File: src/design/ddr_arb_pkg.sv
package ddr_arb_pkg;

  // ---------------------------------------------------------------------
  // Widths
  // ---------------------------------------------------------------------

  // Controller command address
  localparam int ADDR_W = 29;
  // Address queue entry, upper bit unused by the controller
  localparam int QADDR_W = 30;
  // One half-rate data beat
  localparam int DATA_W = 256;
  // BL8 on a half-rate port gives two beats per command
  localparam int BEATS_PER_BURST = 2;
  // Write-data queue fill level
  localparam int LEVEL_W = 9;

  // ---------------------------------------------------------------------
  // Controller command codes
  // ---------------------------------------------------------------------

  localparam logic [2:0] CMD_WRITE = 3'd0;
  localparam logic [2:0] CMD_READ  = 3'd1;

  // ---------------------------------------------------------------------
  // Shared types
  // ---------------------------------------------------------------------

  // Current slice direction
  typedef enum logic {
    MODE_READ  = 1'b0,
    MODE_WRITE = 1'b1
  } ddr_mode_e;

  // One command for the app port, 32 bits
  typedef struct packed {
    logic [2:0]        op;
    logic [ADDR_W-1:0] addr;
  } ddr_cmd_t;

  // One write beat plus its burst end mark, 257 bits
  typedef struct packed {
    logic [DATA_W-1:0] data;
    logic              burst_end;
  } wdf_beat_t;

  // Arbiter decision, open means commands may go out now
  typedef struct packed {
    ddr_mode_e mode;
    logic      open;
  } grant_t;

endpackage

File: src/design/cmd_issue.sv
`timescale 1ns/10ps

module cmd_issue (
  input  logic                              clk,
  input  logic                              rst_n,
  input  ddr_arb_pkg::grant_t               grant,
  // Read-address queue, show-ahead
  input  logic [ddr_arb_pkg::QADDR_W-1:0]   raddr,
  input  logic                              raddr_empty,
  output logic                              raddr_pop,
  // Write-address queue, show-ahead
  input  logic [ddr_arb_pkg::QADDR_W-1:0]   waddr,
  input  logic                              waddr_empty,
  output logic                              waddr_pop,
  // Write-data queue fill
  input  logic [ddr_arb_pkg::LEVEL_W-1:0]   wdata_level,
  output logic                              wr_pending,
  // Into the command hold register
  output logic                              cmd_valid,
  output ddr_arb_pkg::ddr_cmd_t             cmd,
  input  logic                              cmd_ready,
  // Side pulses
  output logic                              cmd_taken,
  output logic                              burst_start
);

  import ddr_arb_pkg::*;

  logic may_issue;
  logic rd_go;
  logic wr_go;

  // ---------------------------------------------------------------------
  // Issue conditions
  // ---------------------------------------------------------------------

  // Write needs an address and a full burst of beats
  // Shared with the arbiter for its idle/waiting view
  assign wr_pending = !waddr_empty &&
                      (wdata_level >= LEVEL_W'(BEATS_PER_BURST));

  assign may_issue = grant.open && cmd_ready;
  assign rd_go     = may_issue && (grant.mode == MODE_READ) && !raddr_empty;
  assign wr_go     = may_issue && (grant.mode == MODE_WRITE) && wr_pending;

  // Pop and push in the same cycle
  assign raddr_pop = rd_go;
  assign waddr_pop = wr_go;
  assign cmd_valid = rd_go || wr_go;

  // ---------------------------------------------------------------------
  // Command build
  // ---------------------------------------------------------------------

  // Head entry of the queue for the current side
  always_comb begin
    cmd.op   = CMD_READ;
    cmd.addr = raddr[ADDR_W-1:0];
    if (grant.mode == MODE_WRITE) begin
      cmd.op   = CMD_WRITE;
      cmd.addr = waddr[ADDR_W-1:0];
    end
  end

  // Slice count and beat owed count
  assign cmd_taken   = cmd_valid && cmd_ready;
  assign burst_start = wr_go;

  // ---------------------------------------------------------------------
  // Queue protocol checks
  // ---------------------------------------------------------------------

  // Show-ahead head holds until popped
  a_raddr_head : assert property (
    @(posedge clk) disable iff (!rst_n)
    !raddr_empty && !raddr_pop |=> !raddr_empty && $stable(raddr)
  );

  a_waddr_head : assert property (
    @(posedge clk) disable iff (!rst_n)
    !waddr_empty && !waddr_pop |=> !waddr_empty && $stable(waddr)
  );

endmodule

File: src/design/ddr_app_top.sv
`timescale 1ns/10ps

module ddr_app_top #(
  parameter int SLICE_BURSTS = 32,
  parameter int TURN_CYCLES  = 2
) (
  input  logic                             clk,
  input  logic                             rst_n,
  // Read-address queue
  input  logic [ddr_arb_pkg::QADDR_W-1:0]  raddr_dout,
  input  logic                             raddr_empty,
  output logic                             raddr_pop,
  // Write-address queue
  input  logic [ddr_arb_pkg::QADDR_W-1:0]  waddr_dout,
  input  logic                             waddr_empty,
  output logic                             waddr_pop,
  // Write-data queue
  input  logic [ddr_arb_pkg::DATA_W-1:0]   wdata_dout,
  input  logic [ddr_arb_pkg::LEVEL_W-1:0]  wdata_level,
  output logic                             wdata_pop,
  // Read data out
  output logic [ddr_arb_pkg::DATA_W-1:0]   rdata,
  output logic                             rdata_valid,
  // DDR controller app port
  input  logic                             app_rdy,
  input  logic                             app_wdf_rdy,
  input  logic [ddr_arb_pkg::DATA_W-1:0]   app_rd_data,
  input  logic                             app_rd_data_valid,
  output logic                             app_en,
  output logic [2:0]                       app_cmd,
  output logic [ddr_arb_pkg::ADDR_W-1:0]   app_addr,
  output logic                             app_wdf_wren,
  output logic [ddr_arb_pkg::DATA_W-1:0]   app_wdf_data,
  output logic                             app_wdf_end
);

  import ddr_arb_pkg::*;

  grant_t    grant;
  logic      wr_pending;
  logic      cmd_valid;
  logic      cmd_ready;
  logic      cmd_taken;
  logic      burst_start;
  ddr_cmd_t  cmd;
  ddr_cmd_t  cmd_q;
  logic      beat_valid;
  logic      beat_ready;
  wdf_beat_t beat;
  wdf_beat_t beat_q;

  // ---------------------------------------------------------------------
  // Arbiter, busy while a command sits in the hold register
  // ---------------------------------------------------------------------

  slice_arbiter #(
    .SLICE_BURSTS (SLICE_BURSTS),
    .TURN_CYCLES  (TURN_CYCLES)
  ) i_slice_arbiter (
    .clk        (clk),
    .rst_n      (rst_n),
    .rd_empty   (raddr_empty),
    .wr_pending (wr_pending),
    .cmd_taken  (cmd_taken),
    .cmd_busy   (app_en),
    .grant      (grant)
  );

  // Command issue
  cmd_issue i_cmd_issue (
    .clk         (clk),
    .rst_n       (rst_n),
    .grant       (grant),
    .raddr       (raddr_dout),
    .raddr_empty (raddr_empty),
    .raddr_pop   (raddr_pop),
    .waddr       (waddr_dout),
    .waddr_empty (waddr_empty),
    .waddr_pop   (waddr_pop),
    .wdata_level (wdata_level),
    .wr_pending  (wr_pending),
    .cmd_valid   (cmd_valid),
    .cmd         (cmd),
    .cmd_ready   (cmd_ready),
    .cmd_taken   (cmd_taken),
    .burst_start (burst_start)
  );

  // Command hold stage toward app_en/app_rdy
  ddr_hold_reg #(
    .payload_t (ddr_cmd_t)
  ) i_cmd_hold (
    .clk       (clk),
    .rst_n     (rst_n),
    .in_valid  (cmd_valid),
    .in_data   (cmd),
    .in_ready  (cmd_ready),
    .out_valid (app_en),
    .out_data  (cmd_q),
    .out_ready (app_rdy)
  );

  // ---------------------------------------------------------------------
  // Write beats, parallel to the command path
  // ---------------------------------------------------------------------

  wdata_beats i_wdata_beats (
    .clk         (clk),
    .rst_n       (rst_n),
    .burst_start (burst_start),
    .wdata       (wdata_dout),
    .wdata_pop   (wdata_pop),
    .beat_valid  (beat_valid),
    .beat        (beat),
    .beat_ready  (beat_ready)
  );

  ddr_hold_reg #(
    .payload_t (wdf_beat_t)
  ) i_beat_hold (
    .clk       (clk),
    .rst_n     (rst_n),
    .in_valid  (beat_valid),
    .in_data   (beat),
    .in_ready  (beat_ready),
    .out_valid (app_wdf_wren),
    .out_data  (beat_q),
    .out_ready (app_wdf_rdy)
  );

  // Unpack held payloads onto the app port
  assign app_cmd      = cmd_q.op;
  assign app_addr     = cmd_q.addr;
  assign app_wdf_data = beat_q.data;
  assign app_wdf_end  = beat_q.burst_end;

  // Read return passes straight through
  assign rdata       = app_rd_data;
  assign rdata_valid = app_rd_data_valid;

endmodule

File: src/design/ddr_hold_reg.sv
`timescale 1ns/10ps

module ddr_hold_reg #(
  parameter type payload_t = logic
) (
  input  logic     clk,
  input  logic     rst_n,
  // Upstream side
  input  logic     in_valid,
  input  payload_t in_data,
  output logic     in_ready,
  // Downstream side
  output logic     out_valid,
  output payload_t out_data,
  input  logic     out_ready
);

  logic load;

  // Room when empty or when the held entry leaves this cycle
  assign in_ready = !out_valid || out_ready;
  assign load     = in_valid && in_ready;

  // ---------------------------------------------------------------------
  // Occupancy
  // ---------------------------------------------------------------------

  always_ff @(posedge clk) begin
    if (!rst_n) begin
      out_valid <= 1'b0;
    end else if (load) begin
      out_valid <= 1'b1;
    end else if (out_ready) begin
      // Drained with nothing behind it
      out_valid <= 1'b0;
    end
  end

  // Payload only moves on a load
  always_ff @(posedge clk) begin
    if (load) begin
      out_data <= in_data;
    end
  end

  // ---------------------------------------------------------------------
  // Checks
  // ---------------------------------------------------------------------

  // Stalled entry must stay put until the consumer takes it
  a_hold_stable : assert property (
    @(posedge clk) disable iff (!rst_n)
    out_valid && !out_ready |=> out_valid && $stable(out_data)
  );

endmodule

File: src/design/slice_arbiter.sv
`timescale 1ns/10ps

module slice_arbiter #(
  parameter int SLICE_BURSTS = 32,
  parameter int TURN_CYCLES  = 2
) (
  input  logic                clk,
  input  logic                rst_n,
  // Work indications
  input  logic                rd_empty,
  input  logic                wr_pending,
  // Command path status
  input  logic                cmd_taken,
  input  logic                cmd_busy,
  output ddr_arb_pkg::grant_t grant
);

  import ddr_arb_pkg::*;

  localparam int CNT_W  = $clog2(SLICE_BURSTS + 1);
  localparam int TURN_W = (TURN_CYCLES > 0) ? $clog2(TURN_CYCLES + 1) : 1;

  ddr_mode_e         mode;
  logic [CNT_W-1:0]  slice_cnt;
  logic [TURN_W-1:0] turn_cnt;

  logic own_idle;
  logic other_busy;
  logic slice_done;
  logic turning;
  logic switch_now;

  // ---------------------------------------------------------------------
  // Switch decision
  // ---------------------------------------------------------------------

  // Idle and waiting flags seen from the current side
  always_comb begin
    if (mode == MODE_READ) begin
      own_idle   = rd_empty;
      other_busy = wr_pending;
    end else begin
      own_idle   = !wr_pending;
      other_busy = !rd_empty;
    end
  end

  assign slice_done = (slice_cnt == CNT_W'(SLICE_BURSTS));
  assign turning    = (turn_cnt != '0);

  // Only with the hold register drained, so no old-mode command is in flight
  // Never during a gap, avoids ping-pong
  assign switch_now = (slice_done || own_idle) && other_busy && !cmd_busy && !turning;

  // ---------------------------------------------------------------------
  // Mode, slice count and turnaround gap
  // ---------------------------------------------------------------------

  always_ff @(posedge clk) begin
    if (!rst_n) begin
      mode <= MODE_READ;
    end else if (switch_now) begin
      mode <= (mode == MODE_READ) ? MODE_WRITE : MODE_READ;
    end
  end

  always_ff @(posedge clk) begin
    if (!rst_n) begin
      slice_cnt <= '0;
    end else if (switch_now) begin
      slice_cnt <= '0;
    end else if (slice_done && !other_busy) begin
      // Nobody waiting, start a fresh slice on the same side
      slice_cnt <= '0;
    end else if (cmd_taken) begin
      slice_cnt <= slice_cnt + 1'b1;
    end
  end

  // Gap of TURN_CYCLES closed cycles after each switch edge
  always_ff @(posedge clk) begin
    if (!rst_n) begin
      turn_cnt <= '0;
    end else if (switch_now) begin
      turn_cnt <= TURN_W'(TURN_CYCLES);
    end else if (turning) begin
      turn_cnt <= turn_cnt - 1'b1;
    end
  end

  // Closed in the gap and once the slice is used up
  // cmd_busy is already low at the switch and nothing is pushed in the gap
  assign grant.mode = mode;
  assign grant.open = !turning && !slice_done;

  // ---------------------------------------------------------------------
  // Checks
  // ---------------------------------------------------------------------

  // Issue stage must respect the grant
  a_taken_open : assert property (
    @(posedge clk) disable iff (!rst_n)
    cmd_taken |-> grant.open
  );

endmodule

File: src/design/wdata_beats.sv
`timescale 1ns/10ps

module wdata_beats (
  input  logic                             clk,
  input  logic                             rst_n,
  // One pulse per write command
  input  logic                             burst_start,
  // Write-data queue head, show-ahead
  input  logic [ddr_arb_pkg::DATA_W-1:0]   wdata,
  output logic                             wdata_pop,
  // Into the beat hold register
  output logic                             beat_valid,
  output ddr_arb_pkg::wdf_beat_t           beat,
  input  logic                             beat_ready
);

  import ddr_arb_pkg::*;

  localparam int PHASE_W = (BEATS_PER_BURST > 1) ? $clog2(BEATS_PER_BURST) : 1;

  // Bursts whose beats are still queued
  logic [LEVEL_W-1:0] owed;
  // Beat index inside the current burst
  logic [PHASE_W-1:0] phase;

  logic last_beat;
  logic burst_done;

  assign last_beat  = (phase == PHASE_W'(BEATS_PER_BURST - 1));
  // One beat per cycle while anything is owed and there is room
  assign wdata_pop  = (owed != '0) && beat_ready;
  assign burst_done = wdata_pop && last_beat;

  assign beat_valid     = wdata_pop;
  assign beat.data      = wdata;
  assign beat.burst_end = last_beat;

  // ---------------------------------------------------------------------
  // Burst bookkeeping
  // ---------------------------------------------------------------------

  always_ff @(posedge clk) begin
    if (!rst_n) begin
      phase <= '0;
    end else if (wdata_pop) begin
      phase <= last_beat ? '0 : phase + 1'b1;
    end
  end

  // New burst and finished burst may land on the same edge
  always_ff @(posedge clk) begin
    if (!rst_n) begin
      owed <= '0;
    end else begin
      case ({burst_start, burst_done})
        2'b10:   owed <= owed + 1'b1;
        2'b01:   owed <= owed - 1'b1;
        default: owed <= owed;
      endcase
    end
  end

  // ---------------------------------------------------------------------
  // Checks
  // ---------------------------------------------------------------------

  // Nothing owed, so no burst may be half popped
  a_idle_phase : assert property (
    @(posedge clk) disable iff (!rst_n)
    (owed == '0) |-> (phase == '0)
  );

  // Owed counter wrap
  a_owed_wrap : assert property (
    @(posedge clk) disable iff (!rst_n)
    burst_start && !burst_done |-> (owed != '1)
  );

endmodule

File: config.mk
export PLATFORM = sky130hd
export DESIGN_NAME = ddr_app_top
export DESIGN_NICKNAME = d
export VERILOG_FILES = /design/src/design/ddr_arb_pkg.sv /design/src/design/cmd_issue.sv /design/src/design/ddr_app_top.sv /design/src/design/ddr_hold_reg.sv /design/src/design/slice_arbiter.sv /design/src/design/wdata_beats.sv
export SDC_FILE = /design/constraint.sdc
export NUM_CORES = 1
export LEC_CHECK = 0
export BUFFER_PORTS_ARGS = -buffer_cell sky130_fd_sc_hd__buf_2
export CAP_MARGIN = 25
export CORE_AREA = 2 2 447 449
export DETAILED_ROUTE_END_ITERATION = 8
export DIE_AREA = 0 0 449 451
export PLACE_DENSITY_LB_ADDON = 0.08
export REMOVE_ABC_BUFFERS = 1
export SETUP_SLACK_MARGIN = 0.15
export SLEW_MARGIN = 0
export SYNTH_ARGS = -nofsm -noshare
export SYNTH_HDL_FRONTEND = slang
export SYNTH_HIERARCHICAL = 1
export SYNTH_SLANG_ARGS = --single-unit
File: constraint.sdc
create_clock -name clk -period 7.29 [get_ports clk]
set_clock_uncertainty 0.1 [all_clocks]
set_input_delay 0.729 -clock clk [delete_from_list [all_inputs] [get_ports clk]]
set_output_delay 0.729 -clock clk [all_outputs]
set_load 0.02 [all_outputs]
==> reports/results.ini, run 1 <==
[run_status]
status=completed

[worst_setup_path]
r2r_start=i_slice_arbiter/slice_cnt[0]
rr_worst_depth=14
path_depth=14
crit_fanout=10
worstPathRequired_ns=7.74
worstSetupPathType=reg2reg
crit_family=compound AO/OA/AOI/OAI gates
worstReg2RegEnd=i_wdata_beats/owed[8]
cp-start-kind=register
cp_slowest_cell=a2111oi_2
r2r_setup_slack_ns=2.99
critical-path-max-stage-delay_ns=0.65
worst-path-buf-inv=2
critical_path.endpoint_type=register
cp_cell_sequence=inv_1 -> ha_1 -> nor4b_4 -> a211oi_1 -> nand2_1 -> a2111oi_2 -> inv_1 -> ha_1 -> fa_1 -> a211oi_2 -> o21ai_1 -> and3_1 -> or3_1 -> mux2i_1
cp_data_arrival_time_ns=4.75

[placement]
hpwl_um=158000
portBuffers=621
post-place-ws_ns=2.906
place_inst=3758
finalWeightedCongestion=0.8756
place_area_um2=16920

[drt]
dr.first_iter.drc_count=779
finalWirelength_um=180600
routedWlPerCell_um=46.43
ant_nets=0
vias=9437
drc_errors=0
firstDrtPassIters=5
vias_per_cell=2.427

[synthesis]
synth_cell_types=57
synth_edf_count=289
synth.cell_area_um2=14370
synth-main-ff-cell=edfxtp_1
synth_seq_cells=310
synth_top_cells_by_area=edfxtp_1, buf_4, dfxtp_1, mux2_2, ha_1
synth-compound-area-share_pct=1.637
ys_warn_count=6
synthArstFlopShare_pct=0
syn-instance-count=1004
syn_avg_cell_area_um2=14.31
synth_top_area_share_pct=60.41
ys_seq_area_share_pct=63.34
synth_adder_area_share_pct=1.010
synth.mux.area_fraction_pct=2.552
synth_top_family_by_area=buffers and inverters
yosys.area_share.simple_pct=3.371
synth_xor_area_share_pct=0.5487
synth_largest_area_cell=edfxtp_1

[sta]
tns_ns=0
min_period_over_period_pct=59.01
timing_worst_slew_pin_value_ns=1.010
max_freq_mhz=232.5
grt_setup_unrepaired=no
timing.final.hold_violations=0
max_slew_margin_pct=32.68
post-route-min-period_ns=4.302
slew_violations=0
setup-violations-final=0
fin_ws_ns=2.988

[cts]
insertion_delay_ns=0.67
cts_tree=done
numCtsBuffers=53
path_clk_slew_ns=0.07
cts_sinks=310
cts_max_level=2
cts_resized=0
clock_path_buffers=3
cts-root-buf=clkbuf_16
postCtsSetupRepairBufs=0
postCtsHoldBufs=0

[final_layout]
fin_nets=1757
seqCellArea_um2=9100
layout-drive-gt1-share_pct=62.06
final_cell_mix=buf_2, edfxtp_1, clkbuf_16, mux2_2, dfxtp_1
final_area_um2=18670
instances_no_fill=3889
layout_commonest_cell=buf_2
syn2layout_area_growth_pct=29.99
nFillCells=23030
multi_input_area_um2=1318

[power]
power.leakage_nw=6.607
power.density_nw_per_um2=311.9
ir_drop_mv=0.1773

[global_routing]
grt_pass1_wl_um=201800
antenna_found_initial=107
globalRouteTotalUtil_pct=17.25
grt_max_degree=113
overflow=0
grt_pass1_vias=9057

[floorplan]
die_x_um=449
io_pins=1139
fp.dieH_um=451
row_count=164
initial_core_util_pct=7.247
die_area_um2=202500
fp.coreArea_um2=198200

[hold_path]
hp-start=wdata_dout[83]
hp-class=in2reg
min_delay_path_depth=1
whs_endpoint=i_beat_hold/out_data[84]

[run]
cap_viol_max_count=0

## cell type report
type                    count  area share [%]
diodes                     39          0.5226
clock buffers              61           7.263
clock inverters            30           1.521
inverters                   7          0.1407
multi-input cells         162           7.056
flip-flops and latches    310           48.73
well taps                2656           17.80
repair buffers            624           16.97
## metal layers
metal / track usage (%) / routed length, µm
met4: 3.283 / 4394
met2: 25.39 / 75720
met5: 13.21 / 3972
met1: 12.93 / 49020
met3: 22.54 / 47450
## per-stage QoR
step	util (%)	hold slack, ns	power (W)
floorplan	-	0.3263	0.002766
global placement	8.533	0.3536	0.003415
detailed placement	8.533	0.3550	0.003415
CTS	9.361	0.02379	0.006021
global route	9.382	0.05536	0.006085
finish	9.420	0.1150	0.005825
## cells in the mapped netlist (3+ instances only)
master,n
and2_1,6
nand2_1,18
nor2b_1,3
nand4_1,3
or2_1,3
o21ai_0,6
xor2_1,3
dfxtp_1,21
a21oi_1,6
nor2_1,10
xnor2_1,6
nor3_1,4
nor3b_1,3
ha_1,10
mux2_2,28
buf_4,519
inv_1,7
edfxtp_1,289
mux2i_1,4
nand2b_1,4
nand3_1,4
clkbuf_1,4
buf_2,3
## how the worst max path moves through the flow
stage,from,end,slack (ns)
after floorplan,app_wdf_rdy,i_beat_hold/out_data[0],3.38
after global placement,i_slice_arbiter/slice_cnt[0],i_wdata_beats/owed[7],2.86
after detailed placement,i_slice_arbiter/slice_cnt[0],i_wdata_beats/owed[8],2.91
after CTS,i_slice_arbiter/slice_cnt[0],i_wdata_beats/owed[8],2.86
after global routing,i_slice_arbiter/slice_cnt[0],i_wdata_beats/owed[8],2.60
final,i_slice_arbiter/slice_cnt[0],i_wdata_beats/owed[8],2.99
## report_power, final
part / internal (W) / leakage [nW] / switching, W
registers: 0.00223 / 2.81 / 0.000150
clock network: 0.00146 / 0.793 / 0.00104
logic: 0.000261 / 3.01 / 0.000682
## logic make-up (layout without fill, tap and decap cells)
| kind of cell | count (synthesis) | after routing |
|---|---|---|
| AND/OR/NAND/NOR | 76 | 76 |
| flip-flops | 310 | 310 |
| other | 1 | 41 |
| AO/OA/AOI/OAI | 31 | 31 |
| adder cells (fa/ha/maj) | 11 | 11 |
| multiplexers | 33 | 33 |
| buffers and inverters | 533 | 722 |
| XOR/XNOR | 9 | 9 |
## state kept, by name, indices dropped and copies added, names as in the netlist
| name | count |
|---|---|
| i_beat_hold/out_data | 257 |
| i_slice_arbiter/slice_cnt | 6 |
| i_slice_arbiter/turn_cnt | 2 |
| i_cmd_hold/out_data | 32 |
| i_cmd_hold/out_valid | 1 |
| i_wdata_beats/owed | 9 |
| i_wdata_beats/last_beat | 1 |
| i_beat_hold/out_valid | 1 |
| i_slice_arbiter/mode | 1 |
(Power assumes the default switching activity.)
==> run 2: changes to the inputs <==
Settings changed: ABC_AREA set to 1, CORE_AREA 2 2 447 449 to 2 2 448 450, DIE_AREA 0 0 449 451 to 0 0 450 452.
Clock period 7.29 ns to 3.9 ns, I/O delays scaled along.
==> run 2 against run 1 <==
  * Die area increased by 0.44%
  * Largest cell class unchanged
  * Design area rose by 16%
  * First-iteration DRC count up 30%
  * Cell count up 10%
==> reports/results.ini, run 2 <==
[synthesis]
ys_seq_area_share_pct=63.02  ; was 63.34%
synth_cell_types=29  ; was 57
synth_edf_count=289  ; unchanged
synth.most_common_cell=buf_4  ; unchanged
synth_largest_area_cell=edfxtp_1  ; unchanged
synth_top_cells_by_area=edfxtp_1, buf_4, nand2_1, dfxtp_1, inv_1  ; was edfxtp_1, buf_4, dfxtp_1, mux2_2, ha_1
synthArstFlopShare_pct=0  ; unchanged
synth_commonest_cells=buf_4, edfxtp_1, nand2_1  ; was buf_4, edfxtp_1, mux2_2
synth.cell_area_um2=14440  ; was 14370 µm²
ys_warn_count=6  ; unchanged
syn_avg_cell_area_um2=12.74  ; was 14.31 µm²
synth_seq_cells=310  ; unchanged
synth_top_area_share_pct=60.11  ; was 60.41%
synth-main-ff-cell=edfxtp_1  ; unchanged
syn-instance-count=1133  ; was 1004

[floorplan]
die_area_um2=203400  ; was 202500 µm²
initial_core_util_pct=7.269  ; was 7.247%
row_count=164  ; unchanged
fp.dieH_um=452  ; was 451 µm
io_pins=1139  ; unchanged
die_x_um=450  ; was 449 µm
fp.coreArea_um2=198600  ; was 198200 µm²

[power]
ir_drop_mv=0.4028  ; was 0.1773 mV
power.leakage_nw=8.478  ; was 6.607 nW
power.density_nw_per_um2=845.2  ; was 311.9 nW/µm²

[worst_setup_path]
critical_path.endpoint_type=register  ; unchanged
crit_fanout=9  ; was 10
cp-start-kind=register  ; unchanged
cp_data_arrival_time_ns=3.58  ; was 4.75 ns
worstSetupPathType=reg2reg  ; unchanged
worstPathRequired_ns=4.37  ; was 7.74 ns

[final_layout]
layout-drive-gt1-share_pct=44.97  ; was 62.06%
largest-register=i_beat_hold/out_data  ; unchanged
final_util_pct=10.95  ; was 9.420%
syn2layout_area_growth_pct=50.59  ; was 29.99%
top_regs=i_beat_hold/out_data: 257 flops, i_cmd_hold/out_data: 32 flops, i_wdata_beats/owed: 9 flops  ; unchanged
instances_no_fill=4285  ; was 3889
largest_reg_flops=257  ; unchanged
layout_commonest_cell=buf_2  ; unchanged
final_cell_mix=buf_2, dlygate4sd3_1, edfxtp_1, nand2_1, clkbuf_16  ; was buf_2, edfxtp_1, clkbuf_16, mux2_2, dfxtp_1
fin_nets=2186  ; was 1757

[placement]
place_inst=3900  ; was 3758
hpwl_um=162100  ; was 158000 µm
portBuffers=621  ; unchanged
finalWeightedCongestion=0.8617  ; was 0.8756
post-place-ws_ns=0.7669  ; was 2.906 ns

[sta]
post-route-min-period_ns=3.111  ; was 4.302 ns
fin_ws_ns=0.7893  ; was 2.988 ns
timing.final.hold_violations=0  ; unchanged
grt_setup_unrepaired=no  ; unchanged
min_period_over_period_pct=79.76  ; was 59.01%
setup-violations-final=0  ; unchanged
max_freq_mhz=321.5  ; was 232.5 MHz
timing_worst_slew_pin_value_ns=0.6937  ; was 1.010 ns
slew_violations=0  ; unchanged
max_slew_margin_pct=53.75  ; was 32.68%

[drt]
dr.first_iter.drc_count=1010  ; was 779
vias=11070  ; was 9437
firstDrtPassIters=8  ; was 5
finalWirelength_um=182100  ; was 180600 µm
ant_nets=0  ; unchanged
drc_errors=0  ; unchanged
routedWlPerCell_um=42.49  ; was 46.43 µm
vias_per_cell=2.583  ; was 2.427

[cts]
clock_path_buffers=3  ; unchanged
cts_sinks=310  ; unchanged
cts_tree=done  ; unchanged
postCtsSetupRepairBufs=0  ; unchanged
cts_max_level=2  ; unchanged
numCtsBuffers=50  ; was 53
insertion_delay_ns=0.67  ; about the same
path_clk_slew_ns=0.06  ; was 0.07 ns
cts-root-buf=clkbuf_16  ; unchanged

[global_routing]
met2_usage_pct=25.04  ; was 25.39%
grt_pass1_wl_um=205400  ; was 201800 µm
overflow=0  ; unchanged
grt_pass1_vias=10820  ; was 9057
grt_most_used_layer=met2  ; unchanged
grtUsageMet3_pct=21.05  ; was 22.54%
antenna_found_initial=74  ; was 107
grt_max_degree=53  ; was 113
grtUsageMet1_pct=14.82  ; was 12.93%
globalRouteTotalUtil_pct=17.24  ; was 17.25%

[hold_path]
hp-class=in2reg  ; unchanged

[run]
cap_viol_max_count=0  ; unchanged

[run_status]
status=completed  ; unchanged

[run 2: cell count changes after synthesis, sizes merged, moves of 6 or more]
cell | before | now
mux2 | 29 | 0
nand2 | 18 | 141
nor2 | 10 | 45
inv | 7 | 47
nand2b | 6 | 0
and2 | 8 | 1
nand3 | 5 | 19
[run 2: stage by stage]
step                      total power (W)  hold WS (ns)  instance area (µm²)   TNS, ns
after global routing              0.01927       0.01871                21720         0
after detailed placement          0.01376        0.3955                17160         0
final                             0.01838       0.01283                21740         0
after global placement            0.01376        0.3758                17140         0
after floorplan                  0.005985        0.3318                10500  -2669.96
after CTS                         0.01907      0.004028                21720         0
[run 2: kinds of logic (layout without fill, tap and decap cells)]
group | Yosys count | in the layout | share of synthesized area, %
adders and majority gates | 11 | 11 | 1.005
buffers and inverters | 573 | 1060 | 28.51
DFF | 310 | 310 | 63.02
xor gates and xnor gates | 8 | 8 | 0.4853
AOI/OAI and AO/OA | 14 | 14 | 0.5893
other | 1 | 10 | 0.02597
and+or+nand+nor | 216 | 216 | 6.361
[run 2: area by class of cell]
type                    instances  area (µm²)
clock buffers                  62        1296
clock inverters                24       356.6
flip-flops and latches        310        9100
multi-input cells             251        1249
diodes                          8       20.02
fillers                     22930      176900
repair buffers                927        6221
inverters                      47       176.4
well taps                    2656        3323
[run 2: timing repair]
item,CTS,global route
resized for setup,0,0
hold buffers,291,0
endpoints found under the hold margin,282,0
[run 2: worst max-delay path, stage by stage, from the launching register on]
cell,delay (ns)
dfxtp_1,0.41
inv_1,0.06
ha_1,0.21
nand3_1,0.11
and2_1,0.14
nand2_1,0.07
nor2_1,0.09
nand3_1,0.13
inv_1,0.12
inv_1,0.07
ha_1,0.37
fa_1,0.48
nand2_1,0.11
nand2_2,0.09
nand3b_1,0.12
nand2_1,0.06
nand2_1,0.05
nand3_1,0.06
nand2_1,0.07
inv_1,0.03
[run 2: final timing paths]
check	start	end	slack (ns)	depth (start not counted)
setup / recovery	i_slice_arbiter/slice_cnt[0]	i_wdata_beats/owed[6]	0.79	19
hold / removal	raddr_dout[1]	i_cmd_hold/out_data[1]	0.01	3
setup reg to reg	i_slice_arbiter/slice_cnt[0]	i_wdata_beats/owed[6]	0.79	19
hold reg to reg	i_slice_arbiter/turn_cnt[1]	i_slice_arbiter/turn_cnt[1]	0.40	2
[run 2: metal layers]
| layer | vias to the layer above | routed length [µm] | part of all wire, % |
|---|---|---|---|
| met5 | - | 2782 | 1.5 |
| met4 | 42 | 3272 | 1.8 |
| met3 | 279 | 45740 | 25 |
| met2 | 1445 | 75270 | 41 |
| met1 | 5162 | 55010 | 30 |
| li1 | 4142 | - | - |
[run 2: where the power goes]
group / internal, W / switching, W / total (W)
Sequential: 0.00574 / 0.000684 / 0.00643
Combinational: 0.00182 / 0.00536 / 0.00718
Clock: 0.00282 / 0.00195 / 0.00476
